--- config.mk ---
export PLATFORM = sky130hd
export DESIGN_NAME = front_panel
export DESIGN_NICKNAME = d
export VERILOG_FILES = /design/src/panel_pkg.sv /design/src/major_state_decode.sv /design/src/display_mux.sv /design/src/panel_apb_regs.sv /design/src/front_panel.sv
export SDC_FILE = /design/constraint.sdc
export NUM_CORES = 1
export LEC_CHECK = 0
export BUFFER_PORTS_ARGS = -buffer_cell sky130_fd_sc_hd__buf_2
export CORE_MARGIN = 8
export CORE_UTILIZATION = 30
export DETAILED_ROUTE_END_ITERATION = 7
export GPL_TIMING_DRIVEN = 1
export HOLD_SLACK_MARGIN = 0.06
export MAX_ROUTING_LAYER = met4
export PLACE_DENSITY = 0.67
export RECOVER_POWER = 100
export SETUP_SLACK_MARGIN = 0.05
export SLEW_MARGIN = 10
export SYNTH_ARGS = -nofsm -noshare
export SYNTH_HDL_FRONTEND = slang
export SYNTH_SLANG_ARGS = --single-unit
--- constraint.sdc ---
create_clock -name clk -period 2 [get_ports clk]
set_input_delay 0.4 -clock clk [delete_from_list [all_inputs] [get_ports clk]]
set_output_delay 0.4 -clock clk [all_outputs]
set_load 0.1 [all_outputs]
--- src/panel_pkg.sv ---
// Shared constants and types for the front-panel display path.
// Other files refer to these by scoped name, for example panel_pkg::st_f0.
`default_nettype none

package panel_pkg;

    // Bus widths for the host register interface
    localparam int addr_w = 4;
    localparam int data_w = 32;

    // Width of the display selection field
    localparam int dsel_w = 3;

    // Major-state codes from the CPU core
    localparam logic [4:0] st_f0   = 5'd0;
    localparam logic [4:0] st_fw   = 5'd1;
    localparam logic [4:0] st_f1   = 5'd2;
    localparam logic [4:0] st_f2   = 5'd3;
    localparam logic [4:0] st_f3   = 5'd4;
    localparam logic [4:0] st_f2a  = 5'd5;
    localparam logic [4:0] st_f2b  = 5'd6;
    localparam logic [4:0] st_d0   = 5'd8;
    localparam logic [4:0] st_dw   = 5'd9;
    localparam logic [4:0] st_d1   = 5'd10;
    localparam logic [4:0] st_d2   = 5'd11;
    localparam logic [4:0] st_d3   = 5'd12;
    localparam logic [4:0] st_e0   = 5'd16;
    localparam logic [4:0] st_ew   = 5'd17;
    localparam logic [4:0] st_e1   = 5'd18;
    localparam logic [4:0] st_e2   = 5'd19;
    localparam logic [4:0] st_e3   = 5'd20;
    localparam logic [4:0] st_eae0 = 5'd21;
    localparam logic [4:0] st_eae1 = 5'd22;
    localparam logic [4:0] st_halt = 5'd31;

    // Display selection codes, 6 and 7 fall back to the state word
    localparam logic [dsel_w-1:0] dsel_state  = 3'd0;
    localparam logic [dsel_w-1:0] dsel_status = 3'd1;
    localparam logic [dsel_w-1:0] dsel_ac     = 3'd2;
    localparam logic [dsel_w-1:0] dsel_mb     = 3'd3;
    localparam logic [dsel_w-1:0] dsel_mq     = 3'd4;
    localparam logic [dsel_w-1:0] dsel_io     = 3'd5;

    // Select indicator lamps, one row bit in [4:3] and one column bit in [2:0]
    localparam logic [4:0] led_state  = 5'b01100;
    localparam logic [4:0] led_status = 5'b01010;
    localparam logic [4:0] led_ac     = 5'b01001;
    localparam logic [4:0] led_mb     = 5'b10100;
    localparam logic [4:0] led_mq     = 5'b10010;
    localparam logic [4:0] led_io     = 5'b10001;

    // Register map
    localparam logic [addr_w-1:0] reg_ctrl  = 4'h0;
    localparam logic [addr_w-1:0] reg_lamps = 4'h4;

    typedef struct packed {
        logic [4:0]  state;
        logic [8:0]  state1;
        logic [11:0] status;
        logic [11:0] ac;
        logic [11:0] mb;
        logic [11:0] mq;
        logic [11:0] io_bus;
        logic        run_ff;
        logic        sw_active;
    } cpu_view_t;

    typedef struct packed {
        logic fs;
        logic ds;
        logic es;
    } major_flags_t;

    // Field order matches the reg_lamps bit layout
    typedef struct packed {
        logic        run_led;
        logic [4:0]  dsel_led;
        logic [11:0] dout;
    } panel_lamps_t;

    typedef struct packed {
        logic              psel;
        logic              penable;
        logic              pwrite;
        logic [addr_w-1:0] paddr;
        logic [data_w-1:0] pwdata;
    } apb_req_t;

    typedef struct packed {
        logic [data_w-1:0] prdata;
        logic              pready;
        logic              pslverr;
    } apb_rsp_t;

    localparam int lamps_w = $bits(panel_lamps_t);

endpackage

`default_nettype wire

--- src/major_state_decode.sv ---
// Turns the CPU major-state code into the Fetch, Defer and Execute lamp flags.
// Flags are registered and follow the state code by one clock.
`default_nettype none

module major_state_decode (
    input  logic                    clk,
    input  logic                    rst_n,
    input  logic [4:0]              state,
    input  logic                    run_ff,
    output panel_pkg::major_flags_t flags
);

    always_ff @(posedge clk or negedge rst_n) begin
        if (!rst_n) begin
            flags <= '0;
        end else begin
            case (state)
                // Fetch lamp tracks the run flip-flop in F0 and the others hold
                panel_pkg::st_f0: begin
                    flags.fs <= run_ff;
                end
                panel_pkg::st_fw,
                panel_pkg::st_f1,
                panel_pkg::st_f2,
                panel_pkg::st_f3,
                panel_pkg::st_f2a,
                panel_pkg::st_f2b: begin
                    flags.fs <= 1'b1;
                    flags.ds <= 1'b0;
                    flags.es <= 1'b0;
                end
                panel_pkg::st_d0,
                panel_pkg::st_dw,
                panel_pkg::st_d1,
                panel_pkg::st_d2,
                panel_pkg::st_d3: begin
                    flags.fs <= 1'b0;
                    flags.ds <= 1'b1;
                    flags.es <= 1'b0;
                end
                // EAE cycles count as execute
                panel_pkg::st_e0,
                panel_pkg::st_ew,
                panel_pkg::st_e1,
                panel_pkg::st_e2,
                panel_pkg::st_e3,
                panel_pkg::st_eae0,
                panel_pkg::st_eae1: begin
                    flags.fs <= 1'b0;
                    flags.ds <= 1'b0;
                    flags.es <= 1'b1;
                end
                // Halt and every undefined code darken all three lamps
                default: begin
                    flags <= '0;
                end
            endcase
        end
    end

    // Any state other than F0 leaves at most one lamp lit on the next clock
    a_flags_onehot: assert property (
        @(posedge clk) disable iff (!rst_n)
        (state != panel_pkg::st_f0) |=> $onehot0(flags)
    ) else $error("major_state_decode: more than one of fs/ds/es set (%b)", flags);

endmodule

`default_nettype wire

--- src/display_mux.sv ---
// Selects one of six CPU words for the data lamps and lights the matching indicators.
// All lamp outputs are registered one clock after their inputs.
`default_nettype none

module display_mux (
    input  logic                               clk,
    input  logic                               rst_n,
    input  logic [panel_pkg::dsel_w-1:0]       dsel,
    input  panel_pkg::major_flags_t            flags,
    input  panel_pkg::cpu_view_t               cpu_view,
    output panel_pkg::panel_lamps_t            lamps
);

    logic [11:0] word_nxt;
    logic [4:0]  led_nxt;
    logic [11:0] state_word;

    // State word reads F D E first, then the nine bits of state1
    assign state_word = {flags.fs, flags.ds, flags.es, cpu_view.state1};

    always_comb begin
        case (dsel)
            panel_pkg::dsel_status: begin
                word_nxt = cpu_view.status;
                led_nxt  = panel_pkg::led_status;
            end
            panel_pkg::dsel_ac: begin
                word_nxt = cpu_view.ac;
                led_nxt  = panel_pkg::led_ac;
            end
            panel_pkg::dsel_mb: begin
                word_nxt = cpu_view.mb;
                led_nxt  = panel_pkg::led_mb;
            end
            panel_pkg::dsel_mq: begin
                word_nxt = cpu_view.mq;
                led_nxt  = panel_pkg::led_mq;
            end
            panel_pkg::dsel_io: begin
                word_nxt = cpu_view.io_bus;
                led_nxt  = panel_pkg::led_io;
            end
            // dsel_state and the two spare codes
            default: begin
                word_nxt = state_word;
                led_nxt  = panel_pkg::led_state;
            end
        endcase
    end

    always_ff @(posedge clk or negedge rst_n) begin
        if (!rst_n) begin
            lamps <= '0;
        end else begin
            lamps.dout     <= word_nxt;
            lamps.dsel_led <= led_nxt;
            // RUN is inverted while a panel switch is held
            lamps.run_led  <= cpu_view.run_ff ^ cpu_view.sw_active;
        end
    end

    // Once out of reset the indicators always show one row and one column
    a_led_pattern: assert property (
        @(posedge clk) disable iff (!rst_n)
        1'b1 |=> ($onehot(lamps.dsel_led[4:3]) && $onehot(lamps.dsel_led[2:0]))
    ) else $error("display_mux: bad indicator pattern %b", lamps.dsel_led);

endmodule

`default_nettype wire

--- src/panel_apb_regs.sv ---
// APB slave for the front panel with a display-select register and a read-only lamp word.
// It adds no wait states, and read data and pslverr are valid in the access cycle.
`default_nettype none

module panel_apb_regs (
    input  logic                         clk,
    input  logic                         rst_n,
    input  panel_pkg::apb_req_t          apb,
    output panel_pkg::apb_rsp_t          apb_rsp,
    input  panel_pkg::panel_lamps_t      lamps,
    output logic [panel_pkg::dsel_w-1:0] dsel
);

    logic access;
    logic hit_ctrl;
    logic hit_lamps;
    logic wr_ctrl;

    assign access    = apb.psel && apb.penable;
    assign hit_ctrl  = (apb.paddr == panel_pkg::reg_ctrl);
    assign hit_lamps = (apb.paddr == panel_pkg::reg_lamps);
    assign wr_ctrl   = access && apb.pwrite && hit_ctrl;

    // Selection register, loaded at the edge that ends the access cycle
    always_ff @(posedge clk or negedge rst_n) begin
        if (!rst_n) begin
            dsel <= panel_pkg::dsel_state;
        end else if (wr_ctrl) begin
            dsel <= apb.pwdata[panel_pkg::dsel_w-1:0];
        end
    end

    always_comb begin
        apb_rsp.prdata  = '0;
        apb_rsp.pready  = 1'b1;
        apb_rsp.pslverr = 1'b0;
        if (access) begin
            if (hit_ctrl) begin
                if (!apb.pwrite) begin
                    apb_rsp.prdata = {{(panel_pkg::data_w - panel_pkg::dsel_w){1'b0}}, dsel};
                end
            end else if (hit_lamps) begin
                // The lamp word cannot be written
                if (apb.pwrite) begin
                    apb_rsp.pslverr = 1'b1;
                end else begin
                    apb_rsp.prdata = {{(panel_pkg::data_w - panel_pkg::lamps_w){1'b0}}, lamps};
                end
            end else begin
                apb_rsp.pslverr = 1'b1;
            end
        end
    end

    a_penable_needs_psel: assert property (
        @(posedge clk) disable iff (!rst_n)
        apb.penable |-> apb.psel
    ) else $error("panel_apb_regs: penable high without psel");

endmodule

`default_nettype wire

--- src/front_panel.sv ---
// Top of the front-panel display path: state decode, lamp mux and APB registers.
// CPU state comes in as one struct and the lamps leave as one struct.
`default_nettype none

module front_panel (
    input  logic                    clk,
    input  logic                    rst_n,
    input  panel_pkg::cpu_view_t    cpu_view,
    input  panel_pkg::apb_req_t     apb,
    output panel_pkg::apb_rsp_t     apb_rsp,
    output panel_pkg::panel_lamps_t lamps
);

    panel_pkg::major_flags_t        flags;
    logic [panel_pkg::dsel_w-1:0]   dsel;

    major_state_decode major_state_decode_i (
        .clk    (clk),
        .rst_n  (rst_n),
        .state  (cpu_view.state),
        .run_ff (cpu_view.run_ff),
        .flags  (flags)
    );

    display_mux display_mux_i (
        .clk      (clk),
        .rst_n    (rst_n),
        .dsel     (dsel),
        .flags    (flags),
        .cpu_view (cpu_view),
        .lamps    (lamps)
    );

    // Lamps loop back so the host can read what the panel shows
    panel_apb_regs panel_apb_regs_i (
        .clk     (clk),
        .rst_n   (rst_n),
        .apb     (apb),
        .apb_rsp (apb_rsp),
        .lamps   (lamps),
        .dsel    (dsel)
    );

endmodule

`default_nettype wire

After elaboration in Yosys (flattened, before gate mapping)
Cells that the tools add are included.
{"block": "word_totals", "register_bits": 24, "latchBits": 0, "ramBits": 0, "romBits": 0, "out_inout_bits": 52, "wordCells": 53, "mem_count": 0}
{"block": "classes", "add_sub_neg": 0, "multipliers": 0, "div_mod_pow": 0, "n_lt_le_gt_ge": 0, "eq_ne": 24, "shift": 0, "muxes": 13, "bitwise_logic": 1, "n_reduce_logical": 8}
{"operator": "$mux 32", "n": 3}
{"operator": "$pmux 12 s5", "n": 1}
{"operator": "$eq 5x5->1 const B", "n": 7}
{"operator": "$eq 5x4->1 const B", "n": 5}
{"operator": "$pmux 5 s5", "n": 1}
{"operator": "$mux 18", "n": 1}
{"operator": "$eq 5x3->1 const B", "n": 3}
{"operator": "$eq 5x2->1 const B", "n": 2}
{"operator": "$reduce_or 7->1", "n": 1}
{"operator": "$eq 3x2->1 const B", "n": 2}
{"operator": "$eq 3x3->1 const B", "n": 2}
{"operator": "$pmux 2 s3", "n": 1}
{"operator": "$reduce_or 6->1", "n": 1}
{"operator": "$eq 5x1->1 const B", "n": 1}
{"operator": "$logic_not 5->1", "n": 1}
{"operator": "$reduce_or 5->1", "n": 1}
{"operator": "$eq 4x3->1 const B", "n": 1}
{"operator": "$logic_not 4->1", "n": 1}
{"operator": "$mux 1", "n": 4}
{"operator": "$eq 3x1->1 const B", "n": 1}
{"operator": "$logic_and 1x1->1", "n": 3}
{"operator": "$mux 3", "n": 1}
{"operator": "$pmux 1 s2", "n": 1}
{"operator": "$xor 1x1->1", "n": 1}

Depth between registers and ports, before layout
{"block": "logic_depth", "word_depth": 4, "depth_mapped": 6, "ltp_nobuf": 4}

Modules after synthesis
A second synthesis with hierarchy kept.
{"block": "hier_totals", "cells_unflattened": 196, "hier_area_um2": 1825.5}
{"module": "display_mux", "n_inst": 1, "cells_each": 128, "area_per_inst_um2": 1219.9, "seq_area_each_um2": 450.4}
{"module": "panel_apb_regs", "n_inst": 1, "cells_each": 54, "area_per_inst_um2": 447.9, "seq_area_each_um2": 75.1}
{"module": "major_state_decode", "n_inst": 1, "cells_each": 14, "area_per_inst_um2": 157.7, "seq_area_each_um2": 75.1}

Least setup slack after synthesis
OpenSTA, ideal clock, no wires.
{"block": "synth_timing", "kind": "register -> output", "from": "register display_mux_i.lamps[0] (netlist name)", "to": "output apb_rsp[2] (netlist name)", "t_arrival_ns": 2.353, "t_required_ns": 1.600, "setup_slack_ns": -0.753, "stages_incl_launch_ff": 3, "n_path_buf": 0, "path_cell_list": "dfrtp_1 -> mux2i_1 -> nor2_1"}
{"element": "end, declared", "line_no": "front_panel.sv:10", "source": "output panel_pkg::apb_rsp_t apb_rsp,"}

==> results.md <==
- Max clock buf depth: 2
- Inserted Diodes: 0
- Number of DRC markers in iteration 0: 73
- Yosys reg bits: 24
- Crit start category: input port
- YS warnings: 0
- Area Growth Syn to Fin: 61.3%
- CTS Buf Count: 3
- Largest net degree at the start of global routing: 25
- GRT Residual Overflow: 0
- CTS Hold Bufs: 0
- Clock sinks: 24
- Post-Route Utilization: 48.9%
- Buf/Inv on CP: 3
- Worst R2R End: display_mux_i.lamps[10]$_DFF_PN0_
- Fraction of registers with async set or reset after synthesis: 100%
- CP endpoint kind: primary output
- WL per Instance: 16.7 um
- Port Buffers: 124
- Delay-heaviest family, CP: simple AND/OR/NAND/NOR gates
- Pwr Density: 1030 mW/mm^2
- Drt drc: 0
- Final setup viols: 15
- Worst-path clk slew: 0.08 ns
- Failing checks: setup timing
- Drt total wl: 6810 um
- Post-DRT Antenna Nets: 0
- IO Pins: 169
- GRT Total Usage: 16.3%
- Fin. Hold Viols: 0
- Worst Clk Skew: 0.0133 ns
- Share of cells above drive strength 1: 49.7%
- Peak Freq: 0.490 GHz
- Area post-placement: 0.00274 sq mm
- Ys flop type: dfrtp_1
- Dpl cells: 404
- Syn Area/Cell: 8.36 sq um
- First-pass GRT wire length: 10900 um
- R2R setup slack: 0.28 ns
- Initial antenna violation count: 0
- Vias post-DR: 2027
- Leakage: 1.38 nW
- Die W: 92.7 um
- Crit. Startpoint: apb[34]
- Max Slew Vio Count: 0
- Status: finished with violations
- Part of the cycle the worst path needs: 102%
- Vias in the first global route: 2249
- CP required: 1.60 ns
- Clock root buffer: clkbuf_8
- Post-layout minimum cycle time: 2.04 ns
- Crit path to: apb_rsp[7]
- Min setup slack post-route: -0.0400 ns
- Delay of the slowest cell on the worst path: 0.56 ns
- Most frequent cell on the critical path: buf_12
- Post-DP HPWL: 5430 um
- Post-Syn Instances: 211
- Actual slew at the worst max-slew pin: 1.35 ns
- Sequential area share after synthesis: 34.0%
- Post-route cell area: 0.00285 sq mm
- Max VDD drop: 0.480 mV
- Worst EP arrival: 1.64 ns
- Die area: 0.00859 sq mm
- R2R cell count: 5
- Crit path max fanout: 15
- H-Tree Depth: 1
- Highest-count cells in the layout ignoring fill and taps: buf_2 (100), a21oi_1 (29), dfrtp_1 (22)
- Distinct cells, synth: 34
- Placer congestion estimate: 0.800
- R2R Path Start: panel_apb_regs_i.dsel[2]$_DFFE_PN0P_
- Final Non-Filler Cells: 409
- Worst Hold Class: in2reg
- First-pass detailed-route iteration total: 4
- Clk Latency, worst-skew pair: 0.27 ns
- FP Rows: 28
- Mapped cell area: 0.00176 sq mm
- Starting Density: 30.3%
- Setup tns final: -0.503 ns
- Relative slew slack: 10.2%
- Critical path cell sequence: buf_6, or4_4, nand3_4, nor2_4, buf_12, and2_4, buf_12
- Fill cell count: 573
- Max_cap viols: 0
- Die extent in y: 92.7 um
- Setup CP Type: in2out
- Crit-path slowest cell: or4_4
- Vias per inst: 4.96
- NumNets Final: 452
- WP depth: 7
- Post-synth EDFFs: 0
- Commonest non-fill, non-tap cell in the layout: buf_2
- RSZ-0062 raised after global routing: yes
- CTS tree: yes
- Core Region: 0.00582 sq mm
-- metal layers --
metal,vias to the layer above,global-route usage (%),routed length [um]
met5,-,-,0
met4,0,4.03,72
met3,6,3.96,566
met2,105,29.0,3500
met1,950,17.8,2670
li1,966,-,-
-- state kept, by name, indices dropped and copies added, names as in the netlist --
| register | flops |
|---|---|
| major_state_decode_i.flags | 3 |
| display_mux_i.lamps | 18 |
| panel_apb_regs_i.dsel | 3 |
-- worst min path at each step --
stage,start,end,slack (ns),cells after the start
floorplan,rst_n,display_mux_i.lamps[0]$_DFF_PN0_,0.10,0
global placement,rst_n,display_mux_i.lamps[15]$_DFF_PN0_,0.42,1
detailed placement,rst_n,display_mux_i.lamps[15]$_DFF_PN0_,0.42,1
CTS,rst_n,display_mux_i.lamps[15]$_DFF_PN0_,0.12,1
global route,cpu_view[0],display_mux_i.lamps[17]$_DFF_PN0_,0.30,2
finish,cpu_view[0],display_mux_i.lamps[17]$_DFF_PN0_,0.31,2
-- cells in the mapped netlist (2+ instances only) --
master    count  area (sq um)
nand3_1       2          10.0
a211oi_1     10          75.1
and2_4       10          87.6
o22ai_1       4          25.0
and2_2        5          37.5
buf_6         2          22.5
o22a_1       11          96.3
buf_4        15           113
nor2b_1       4          25.0
buf_2         5          25.0
nand2b_1      2          12.5
a22oi_1       6          45.0
mux2i_1       8          80.1
nor2_1       18          67.6
dfrtp_1      24           601
a21oi_1      30           150
clkbuf_1     11          41.3
nand2_1       8          30.0
conb_1        2          7.51
a221oi_1      2          17.5
inv_1         6          22.5
o21ai_0      14          70.1
-- kinds of logic (layout without fill, tap and decap cells) --
kind of cell	after synthesis	in the layout	synth area share, %
simple gates	55	55	17.9
mux	9	9	5.18
xor+xnor	2	2	0.993
flops	24	24	34.0
compound gates	80	80	28.7
other cells	2	15	0.426
buf+inv	39	149	12.7
-- per-stage QoR --
| stage | hold WS, ns | power, mW | setup slack (ns) |
|---|---|---|---|
| after global placement | 0.421 | 2.61 | -0.288 |
| after global routing | 0.298 | 3.08 | -0.0699 |
| after CTS | 0.120 | 2.95 | -0.0422 |
| final | 0.312 | 2.92 | -0.0400 |
| after detailed placement | 0.423 | 2.63 | -0.300 |
| after floorplan | 0.104 | 2.23 | -0.324 |
-- report_power, final --
part | switching (mW) | internal, mW | total [mW] | leakage, nW
clock | 0.155 | 0.142 | 0.297 | 0.0228
sequential | 0.102 | 0.620 | 0.722 | 0.281
combinational | 1.48 | 0.420 | 1.90 | 1.08
-- cell type report --
cell class	count	area, sq um	area share (%)
Sequential cell	24	603	21.2
Clock buffer	4	45.0	1.58
Inverter	6	22.5	0.792
Tap cell	75	93.8	3.30
Timing Repair Buffer	139	1030	36.1
Multi-Input combinational cell	161	1050	37.0
-- repair_timing --
item	4_1_cts	5_1_grt
buffers inserted	1	1
endpoints found under the setup margin	17	18
resized for setup	11	2
pin swaps	17	1
No activity file was read; power rests on OpenSTA's default activity.
